$ cat src/hdl/rv_pkg.sv
// -----------------------------------------------
// RV32I core shared definitions
// -----------------------------------------------
`default_nettype none

package rv_pkg;

    localparam int XLEN       = 32;
    localparam int REG_ADDR_W = 5;
    localparam int ALU_OP_W   = 4;

    // Major opcodes of the supported subset
    localparam logic [6:0] OPC_OP     = 7'b0110011;
    localparam logic [6:0] OPC_OP_IMM = 7'b0010011;
    localparam logic [6:0] OPC_LUI    = 7'b0110111;
    localparam logic [6:0] OPC_AUIPC  = 7'b0010111;
    localparam logic [6:0] OPC_JAL    = 7'b1101111;
    localparam logic [6:0] OPC_JALR   = 7'b1100111;
    localparam logic [6:0] OPC_BRANCH = 7'b1100011;

    // ALU operation codes
    localparam logic [ALU_OP_W-1:0] ALU_ADD  = 4'd0;
    localparam logic [ALU_OP_W-1:0] ALU_SUB  = 4'd1;
    localparam logic [ALU_OP_W-1:0] ALU_SLL  = 4'd2;
    localparam logic [ALU_OP_W-1:0] ALU_SLT  = 4'd3;
    localparam logic [ALU_OP_W-1:0] ALU_SLTU = 4'd4;
    localparam logic [ALU_OP_W-1:0] ALU_XOR  = 4'd5;
    localparam logic [ALU_OP_W-1:0] ALU_SRL  = 4'd6;
    localparam logic [ALU_OP_W-1:0] ALU_SRA  = 4'd7;
    localparam logic [ALU_OP_W-1:0] ALU_OR   = 4'd8;
    localparam logic [ALU_OP_W-1:0] ALU_AND  = 4'd9;

    // One instruction word seen through each encoding format
    typedef union packed {
        struct packed {
            logic [6:0] funct7;
            logic [4:0] rs2;
            logic [4:0] rs1;
            logic [2:0] funct3;
            logic [4:0] rd;
            logic [6:0] opcode;
        } r_fmt;
        struct packed {
            logic [11:0] imm_11_0;
            logic [4:0]  rs1;
            logic [2:0]  funct3;
            logic [4:0]  rd;
            logic [6:0]  opcode;
        } i_fmt;
        struct packed {
            logic       imm_12;
            logic [5:0] imm_10_5;
            logic [4:0] rs2;
            logic [4:0] rs1;
            logic [2:0] funct3;
            logic [3:0] imm_4_1;
            logic       imm_11;
            logic [6:0] opcode;
        } b_fmt;
        struct packed {
            logic [19:0] imm_31_12;
            logic [4:0]  rd;
            logic [6:0]  opcode;
        } u_fmt;
        struct packed {
            logic       imm_20;
            logic [9:0] imm_10_1;
            logic       imm_11;
            logic [7:0] imm_19_12;
            logic [4:0] rd;
            logic [6:0] opcode;
        } j_fmt;
    } inst_u;

endpackage

`default_nettype wire

$ cat src/hdl/fetch_unit.sv
// -----------------------------------------------
// Program counter and next-PC select
// -----------------------------------------------
`timescale 1ns/1ps
`default_nettype none

module fetch_unit
    import rv_pkg::*;
#(
    parameter logic [XLEN-1:0] RESET_PC = 32'h8000_0000
) (
    input  logic            clk,
    input  logic            reset,
    input  logic            jump_en,
    input  logic [XLEN-1:0] jump_target,
    output logic [XLEN-1:0] pc,
    output logic [XLEN-1:0] snpc
);

    logic [XLEN-1:0] dnpc;

    assign snpc = pc + 32'd4;  // Sequential successor
    assign dnpc = jump_en ? jump_target : snpc;

    // Taken jumps override the sequential PC
    always_ff @(posedge clk) begin
        if (reset) begin
            pc <= RESET_PC;
        end else begin
            pc <= dnpc;
        end
    end

endmodule

`default_nettype wire

$ cat src/hdl/decode_unit.sv
// -----------------------------------------------
// Instruction decode
// -----------------------------------------------
`timescale 1ns/1ps
`default_nettype none

module decode_unit
    import rv_pkg::*;
(
    input  logic [XLEN-1:0]       inst,
    output logic [REG_ADDR_W-1:0] rs1,
    output logic [REG_ADDR_W-1:0] rs2,
    output logic [REG_ADDR_W-1:0] rd,
    output logic [2:0]            funct3,
    output logic [XLEN-1:0]       imm,
    output logic [ALU_OP_W-1:0]   alu_op,
    output logic                  use_imm,
    output logic                  is_branch,
    output logic                  is_jal,
    output logic                  is_jalr,
    output logic                  is_lui,
    output logic                  is_auipc,
    output logic                  writes_rd
);

    inst_u               word;
    logic [6:0]          opcode;
    logic                is_reg_op;
    logic [ALU_OP_W-1:0] arith_op;

    assign word   = inst_u'(inst);
    assign opcode = word.r_fmt.opcode;

    // Register fields sit at the same place in every format
    assign rs1    = word.r_fmt.rs1;
    assign rs2    = word.r_fmt.rs2;
    assign rd     = word.r_fmt.rd;
    assign funct3 = word.r_fmt.funct3;

    assign is_reg_op = (opcode == OPC_OP);

    // Arithmetic op from funct3, funct7 bit 5 picks SUB and SRA
    always_comb begin
        case (word.r_fmt.funct3)
            3'b000:  arith_op = (is_reg_op && word.r_fmt.funct7[5]) ? ALU_SUB : ALU_ADD;
            3'b001:  arith_op = ALU_SLL;
            3'b010:  arith_op = ALU_SLT;
            3'b011:  arith_op = ALU_SLTU;
            3'b100:  arith_op = ALU_XOR;
            3'b101:  arith_op = word.r_fmt.funct7[5] ? ALU_SRA : ALU_SRL;
            3'b110:  arith_op = ALU_OR;
            default: arith_op = ALU_AND;
        endcase
    end

    // Sign-extended immediate per format
    always_comb begin
        case (opcode)
            OPC_OP_IMM, OPC_JALR: imm = {{20{word.i_fmt.imm_11_0[11]}}, word.i_fmt.imm_11_0};
            OPC_BRANCH: imm = {{19{word.b_fmt.imm_12}}, word.b_fmt.imm_12, word.b_fmt.imm_11,
                               word.b_fmt.imm_10_5, word.b_fmt.imm_4_1, 1'b0};
            OPC_LUI, OPC_AUIPC: imm = {word.u_fmt.imm_31_12, 12'b0};
            OPC_JAL: imm = {{11{word.j_fmt.imm_20}}, word.j_fmt.imm_20, word.j_fmt.imm_19_12,
                            word.j_fmt.imm_11, word.j_fmt.imm_10_1, 1'b0};
            default: imm = '0;
        endcase
    end

    always_comb begin
        alu_op    = ALU_ADD;  // Address and upper-immediate forms add
        use_imm   = 1'b0;
        is_branch = 1'b0;
        is_jal    = 1'b0;
        is_jalr   = 1'b0;
        is_lui    = 1'b0;
        is_auipc  = 1'b0;
        writes_rd = 1'b0;
        case (opcode)
            OPC_OP: begin
                alu_op    = arith_op;
                writes_rd = 1'b1;
            end
            OPC_OP_IMM: begin
                alu_op    = arith_op;
                use_imm   = 1'b1;
                writes_rd = 1'b1;
            end
            OPC_LUI: begin
                is_lui    = 1'b1;
                use_imm   = 1'b1;
                writes_rd = 1'b1;
            end
            OPC_AUIPC: begin
                is_auipc  = 1'b1;
                use_imm   = 1'b1;
                writes_rd = 1'b1;
            end
            OPC_JAL: begin
                is_jal    = 1'b1;
                use_imm   = 1'b1;
                writes_rd = 1'b1;
            end
            OPC_JALR: begin
                is_jalr   = 1'b1;
                use_imm   = 1'b1;
                writes_rd = 1'b1;
            end
            OPC_BRANCH: begin
                is_branch = 1'b1;  // ALU forms the target
                use_imm   = 1'b1;
            end
            default: ;  // Unknown opcode acts as a no-op
        endcase
    end

endmodule

`default_nettype wire

$ cat src/hdl/reg_file.sv
// -----------------------------------------------
// General purpose register file
// -----------------------------------------------
`timescale 1ns/1ps
`default_nettype none

module reg_file
    import rv_pkg::*;
(
    input  logic                  clk,
    input  logic                  we,
    input  logic [REG_ADDR_W-1:0] waddr,
    input  logic [XLEN-1:0]       wdata,
    input  logic [REG_ADDR_W-1:0] raddr1,
    input  logic [REG_ADDR_W-1:0] raddr2,
    output logic [XLEN-1:0]       rdata1,
    output logic [XLEN-1:0]       rdata2
);

    // x1 to x31, x0 has no storage
    logic [XLEN-1:0] regs [1:31];

    always_ff @(posedge clk) begin
        if (we) begin
            regs[waddr] <= wdata;
        end
    end

    // Asynchronous reads
    assign rdata1 = (raddr1 == '0) ? '0 : regs[raddr1];
    assign rdata2 = (raddr2 == '0) ? '0 : regs[raddr2];

endmodule

`default_nettype wire

$ cat src/hdl/exec_unit.sv
// -----------------------------------------------
// Execute and writeback select
// -----------------------------------------------
`timescale 1ns/1ps
`default_nettype none

module exec_unit
    import rv_pkg::*;
(
    input  logic                  reset,
    input  logic [XLEN-1:0]       pc,
    input  logic [XLEN-1:0]       snpc,
    input  logic [XLEN-1:0]       rdata1,
    input  logic [XLEN-1:0]       rdata2,
    input  logic [XLEN-1:0]       imm,
    input  logic [REG_ADDR_W-1:0] rd,
    input  logic [2:0]            funct3,
    input  logic [ALU_OP_W-1:0]   alu_op,
    input  logic                  use_imm,
    input  logic                  is_branch,
    input  logic                  is_jal,
    input  logic                  is_jalr,
    input  logic                  is_lui,
    input  logic                  is_auipc,
    input  logic                  writes_rd,
    output logic                  jump_en,
    output logic [XLEN-1:0]       jump_target,
    output logic                  wb_en,
    output logic [REG_ADDR_W-1:0] wb_rd,
    output logic [XLEN-1:0]       wb_data
);

    logic [XLEN-1:0] alu_a;
    logic [XLEN-1:0] alu_b;
    logic [XLEN-1:0] alu_result;
    logic [4:0]      shamt;
    logic            taken;

    // Operand A is zero for LUI and the PC for PC-relative forms
    always_comb begin
        if (is_lui) begin
            alu_a = '0;
        end else if (is_auipc || is_jal || is_branch) begin
            alu_a = pc;
        end else begin
            alu_a = rdata1;
        end
    end

    assign alu_b = use_imm ? imm : rdata2;
    assign shamt = alu_b[4:0];

    always_comb begin
        case (alu_op)
            ALU_ADD:  alu_result = alu_a + alu_b;
            ALU_SUB:  alu_result = alu_a - alu_b;
            ALU_SLL:  alu_result = alu_a << shamt;
            ALU_SLT:  alu_result = {31'b0, $signed(alu_a) < $signed(alu_b)};
            ALU_SLTU: alu_result = {31'b0, alu_a < alu_b};
            ALU_XOR:  alu_result = alu_a ^ alu_b;
            ALU_SRL:  alu_result = alu_a >> shamt;
            ALU_SRA:  alu_result = $unsigned($signed(alu_a) >>> shamt);
            ALU_OR:   alu_result = alu_a | alu_b;
            ALU_AND:  alu_result = alu_a & alu_b;
            default:  alu_result = '0;
        endcase
    end

    // Branch conditions compare the source registers directly
    always_comb begin
        case (funct3)
            3'b000:  taken = (rdata1 == rdata2);                    // BEQ
            3'b001:  taken = (rdata1 != rdata2);                    // BNE
            3'b100:  taken = ($signed(rdata1) < $signed(rdata2));   // BLT
            3'b101:  taken = ($signed(rdata1) >= $signed(rdata2));  // BGE
            3'b110:  taken = (rdata1 < rdata2);                     // BLTU
            3'b111:  taken = (rdata1 >= rdata2);                    // BGEU
            default: taken = 1'b0;
        endcase
    end

    assign jump_en     = is_jal || is_jalr || (is_branch && taken);
    assign jump_target = is_jalr ? {alu_result[XLEN-1:1], 1'b0} : alu_result;

    // Link address for jumps, ALU result otherwise
    assign wb_data = (is_jal || is_jalr) ? snpc : alu_result;
    assign wb_rd   = rd;
    assign wb_en   = writes_rd && (rd != '0) && !reset;  // Never writes x0

endmodule

`default_nettype wire

$ cat src/hdl/rv_core.sv
// -----------------------------------------------
// Single-cycle RV32I core
// -----------------------------------------------
`timescale 1ns/1ps
`default_nettype none

module rv_core
    import rv_pkg::*;
#(
    parameter logic [XLEN-1:0] RESET_PC = 32'h8000_0000
) (
    input  logic                  clk,
    input  logic                  reset,
    input  logic [XLEN-1:0]       inst,
    output logic [XLEN-1:0]       pc,
    output logic                  wb_en,
    output logic [REG_ADDR_W-1:0] wb_rd,
    output logic [XLEN-1:0]       wb_data
);

    logic [XLEN-1:0]       snpc;
    logic                  jump_en;
    logic [XLEN-1:0]       jump_target;
    logic [REG_ADDR_W-1:0] rs1;
    logic [REG_ADDR_W-1:0] rs2;
    logic [REG_ADDR_W-1:0] rd;
    logic [2:0]            funct3;
    logic [XLEN-1:0]       imm;
    logic [ALU_OP_W-1:0]   alu_op;
    logic                  use_imm;
    logic                  is_branch;
    logic                  is_jal;
    logic                  is_jalr;
    logic                  is_lui;
    logic                  is_auipc;
    logic                  writes_rd;
    logic [XLEN-1:0]       rdata1;
    logic [XLEN-1:0]       rdata2;

    fetch_unit #(
        .RESET_PC(RESET_PC)
    ) fetch_unit_inst (
        .clk        (clk),
        .reset      (reset),
        .jump_en    (jump_en),
        .jump_target(jump_target),
        .pc         (pc),
        .snpc       (snpc)
    );

    decode_unit decode_unit_inst (
        .inst     (inst),
        .rs1      (rs1),
        .rs2      (rs2),
        .rd       (rd),
        .funct3   (funct3),
        .imm      (imm),
        .alu_op   (alu_op),
        .use_imm  (use_imm),
        .is_branch(is_branch),
        .is_jal   (is_jal),
        .is_jalr  (is_jalr),
        .is_lui   (is_lui),
        .is_auipc (is_auipc),
        .writes_rd(writes_rd)
    );

    // Written from the execute writeback
    reg_file reg_file_inst (
        .clk   (clk),
        .we    (wb_en),
        .waddr (wb_rd),
        .wdata (wb_data),
        .raddr1(rs1),
        .raddr2(rs2),
        .rdata1(rdata1),
        .rdata2(rdata2)
    );

    exec_unit exec_unit_inst (
        .reset      (reset),
        .pc         (pc),
        .snpc       (snpc),
        .rdata1     (rdata1),
        .rdata2     (rdata2),
        .imm        (imm),
        .rd         (rd),
        .funct3     (funct3),
        .alu_op     (alu_op),
        .use_imm    (use_imm),
        .is_branch  (is_branch),
        .is_jal     (is_jal),
        .is_jalr    (is_jalr),
        .is_lui     (is_lui),
        .is_auipc   (is_auipc),
        .writes_rd  (writes_rd),
        .jump_en    (jump_en),
        .jump_target(jump_target),
        .wb_en      (wb_en),
        .wb_rd      (wb_rd),
        .wb_data    (wb_data)
    );

endmodule

`default_nettype wire

$ cat config.mk
export PLATFORM = sky130hd
export DESIGN_NAME = rv_core
export DESIGN_NICKNAME = d
export VERILOG_FILES = /design/src/hdl/rv_pkg.sv /design/src/hdl/fetch_unit.sv /design/src/hdl/decode_unit.sv /design/src/hdl/reg_file.sv /design/src/hdl/exec_unit.sv /design/src/hdl/rv_core.sv
export SDC_FILE = /design/constraint.sdc
export NUM_CORES = 2
export LEC_CHECK = 0
export BUFFER_PORTS_ARGS = -buffer_cell sky130_fd_sc_hd__buf_2
export CAP_MARGIN = 20
export CORE_AREA = 10 10 342 377
export CTS_CLUSTER_SIZE = 16
export DETAILED_ROUTE_END_ITERATION = 10
export DIE_AREA = 0 0 352 387
export PLACE_DENSITY_LB_ADDON = 0.12
export SYNTH_ARGS = -nofsm -noshare
export SYNTH_HDL_FRONTEND = slang
export SYNTH_SLANG_ARGS = --single-unit
$ cat constraint.sdc
create_clock -name clk -period 27.4 [get_ports clk]
set_clock_uncertainty 0.15 [all_clocks]
set_input_delay 6.85 -clock clk [delete_from_list [all_inputs] [get_ports clk]]
set_output_delay 6.85 -clock clk [all_outputs]
set_load 0.01 [all_outputs]
==> impl_metrics.csv <==
group,metric,value,unit
status,outcome,"finished clean",
hold_path,hold_class,"reg -> reg",
logic_synthesis,syn_inst,4374,
placed_design,io_buffers,103,
setup_path,arrival,14.82,ns
logic_synthesis,async_reset_ff_share,0,%
logic_synthesis,yosysUniqueCellTypes,110,
detailed_routing,wirelength,239,mm
timing,finalSetupViolations,0,
setup_path,cp_max_fo,55,
timing,final.setup.tns,0,ns
timing,drv_slew,0,
cts,ctsHtreeMaxLevel,3,
detailed_routing,drt_iter0_markers,5756,
die,die_x,352,um
logic_synthesis,synth_edf_count,992,
timing,worstMarginPinSlew,1.29,ns
setup_path,cp-end-kind,"output pin",
setup_path,crit_path_frequent_cell,"buf_4",
logic_synthesis,yosys_warnings,0,
logic_synthesis,syn-cell-area,0.0599,sq mm
detailed_routing,ant_nets,0,
die,die_y,387,um
timing,fmax,45.8,MHz
die,io_pins,104,
logic_synthesis,synth_top_cell_area_share,49.7,%
die,dieArea,0.136,sq mm
run,maxCapViolCount,0,
cts,cts_root_buf,"clkbuf_16",
global_route,overflow,0,
logic_synthesis,synth_top_family_by_area,"multiplexers",
logic_synthesis,synthXorXnorAreaFrac,0.526,%
cts,cts_tree,"done",
placed_design,place_congestion,1.06,
timing,hold_viol_final,0,
global_route,track_usage,34.1,%
setup_path,critPathMaxStageDelay,0.89,ns
logic_synthesis,syn-num-nets,4541,
power,p_per_area,69.8,mW/mm^2
setup_path,worstPathCellList,"buf_8, buf_4, nor4_2, buf_4, nand3_1, nand2_1, buf_4, a211oi_1, ha_1, nor4_1, nand2_1, nor4_1, a211oi_1, o31ai_1, a221oi_1, o32a_1, a22oi_1, a211oi_1, a22oi_2, buf_4, buf_2",
timing,post-route-period-util,79.6,%
final_layout,final_nets,4581,
timing,period_minus_slack,21.82,ns
cts,cts_buffers,107,
die,num_rows,134,
power,vdd_ir_drop_max,45.2,uV
placed_design,place_hpwl,154,mm
logic_synthesis,synth.area.top_cells,"edfxtp_1, mux4_2, mux2i_1",
setup_path,worst-path-buf-inv,6,
logic_synthesis,syn_avg_cell_area,13.7,sq um
cts,postCtsSetupRepairBufs,0,
global_route,first_global_vias,42400,
cts,clockBufferDepth,3,
die,floorplan.initialDensity,49.6,%
detailed_routing,vias,43900,
setup_path,cp-start-kind,"primary input",
setup_path,crit_type,"in -> out",
cts,cts_sinks,1024,
die,fp.coreArea,0.121,sq mm
timing,rsz0062_at_grt,"no",
cts,cts_resized,0,
logic_synthesis,synth_mux_area_share,24.1,%
logic_synthesis,ys.flop_type,"edfxtp_1",
detailed_routing,detail_route.drc_violations,0,
logic_synthesis,yosys.area_share.simple,7.20,%
cts,clk_pin_slew_worst_paths,0.06,ns
setup_path,critical_path.top_delay_family,"compound AO/OA/AOI/OAI gates",
timing,worst_slack,5.58,ns
detailed_routing,wl_per_cell,38.9,um
timing,relSlewSlack,13.8,%
placed_design,dp_slack,5.80,ns
global_route,antenna_found_initial,8,
logic_synthesis,synth_compound_area_share,10.7,%
cts,insertion_delay,0.74,ns
logic_synthesis,ys_ff_latch,1024,
final_layout,drive_gt1_share,23.7,%
logic_synthesis,seq_area_frac_synth,50.8,%
power,power.total,0.00461,W
setup_path,worstPathRequired,20.40,ns
final_layout,synthToLayoutAreaGrowth,10.2,%
detailed_routing,dr.pass1.iters,6,
logic_synthesis,synthAdderAreaFrac,2.80,%
detailed_routing,routed_via_density,7.15,
logic_synthesis,yosys.area.top_type,"edfxtp_1",
power,power_leakage,22.7,nW
global_route,grt_max_degree,110,
cts,cts-hold-fix-buffers,0,
setup_path,critPathSlowestCell,"a211oi_1",
global_route,grt_pass1_wl,332,mm
-- final cells by class --
class | instances | area, sq um
Sequential cell | 1024 | 30400
Timing Repair Buffer | 267 | 1850
Tap cell | 1632 | 2040
Clock inverter | 69 | 747
Antenna cell | 5 | 12.5
Clock buffer | 127 | 2800
Inverter | 138 | 523
Fill cell | 9915 | 54900
Multi-Input combinational cell | 2876 | 27600
-- per-stage QoR --
step           instances  util [%]  hold slack [ns]  instance area (sq um)
2_1_floorplan       4374         -            0.410                  59900
3_3_place_gp        5935      51.7            0.563                  62500
6_report            6138      54.6            0.590                  66000
5_1_grt             6133      54.6            0.620                  66000
3_5_place_dp        5936      51.7            0.546                  62500
4_1_cts             6132      54.6            0.564                  66000
-- worst min-delay path: stages (launching register included) --
cell	delay, ns
dfxtp_1	0.41
o21ai_0	0.21
a21oi_1	0.06
-- final timing paths --
| path | start | to | slack, ns | cells past startpoint |
|---|---|---|---|---|
| worst min-delay path | fetch_unit_inst.pc[1]$_SDFFE_PP0P_ | fetch_unit_inst.pc[1]$_SDFFE_PP0P_ | 0.59 | 2 |
| worst min register to register | fetch_unit_inst.pc[1]$_SDFFE_PP0P_ | fetch_unit_inst.pc[1]$_SDFFE_PP0P_ | 0.59 | 2 |
| worst max-delay path | inst[15] | wb_data[27] | 5.58 | 21 |
| worst max register to register | reg_file_inst.regs[31][8]$_DFFE_PP_ | reg_file_inst.regs[16][28]$_DFFE_PP_ | 20.30 | 18 |
-- per-layer routing --
layer  part of all wire (%)  vias up  global-route usage (%)
met3                     11      575                    7.43
met1                     37    22600                    44.6
met5                 0.0096        -                       0
met2                     46     3033                    52.6
met4                    6.5        4                    19.5
li1                       -    17700                       -
-- where the power goes --
group / total (W) / switching (W) / internal, W
Combinational: 0.00119 / 0.000831 / 0.000361
Sequential: 0.00193 / 0.00000407 / 0.00192
Clock: 0.00149 / 0.000638 / 0.000851
Total: 0.00461 / 0.00147 / 0.00313
-- cells in the mapped netlist (13+ instances only) --
| cell | n |
|---|---|
| o21bai_1 | 22 |
| nand2b_1 | 26 |
| a221oi_1 | 28 |
| a21o_1 | 28 |
| buf_1 | 25 |
| clkbuf_1 | 156 |
| o22ai_1 | 56 |
| nor4_1 | 21 |
| or3_1 | 16 |
| a211oi_1 | 70 |
| nor2b_1 | 20 |
| and2_1 | 28 |
| o21ai_0 | 116 |
| nand2_1 | 203 |
| buf_2 | 92 |
| xor2_1 | 18 |
| nand3_1 | 62 |
| nor3_1 | 59 |
| nand4_1 | 20 |
| mux2_2 | 38 |
| xnor2_1 | 18 |
| and3_1 | 18 |
| a211oi_2 | 15 |
| a22oi_1 | 48 |
| buf_4 | 30 |
| edfxtp_1 | 992 |
| buf_6 | 17 |
| mux2i_1 | 365 |
| o211ai_1 | 41 |
| inv_1 | 127 |
| a21oi_1 | 233 |
| mux4_2 | 452 |
| o31ai_1 | 18 |
| o221ai_1 | 19 |
| nor2_1 | 377 |
| a31oi_1 | 33 |
| dfxtp_1 | 32 |
| a22o_1 | 14 |
| a2111oi_0 | 13 |
| ha_1 | 131 |
-- logic make-up after synthesis --
| group | count (synthesis) |
|---|---|
| flip-flops | 1024 |
| XOR/XNOR | 36 |
| buffers and inverters | 474 |
| AO/OA/AOI/OAI | 921 |
| adder cells (fa/ha/maj) | 133 |
| multiplexers | 864 |
| AND/OR/NAND/NOR | 922 |
-- placed cells by master (no fill, tap or decap), drive strengths merged, types with 56 or more instances in the layout --
cell,n
edfxtp,992
buf,266
ha,131
inv,138
mux2i,368
nor3,59
a211oi,85
mux4,454
nor2,378
clkbuf,128
o21ai,121
a21oi,234
nand3,62
o22ai,56
nand2,204
-- flip-flops by register name (all words and copies together) (netlist names) --
signal,cells
reg_file_inst.regs,992
fetch_unit_inst.pc,32
Note: power is estimated with default switching activity, not from simulation.
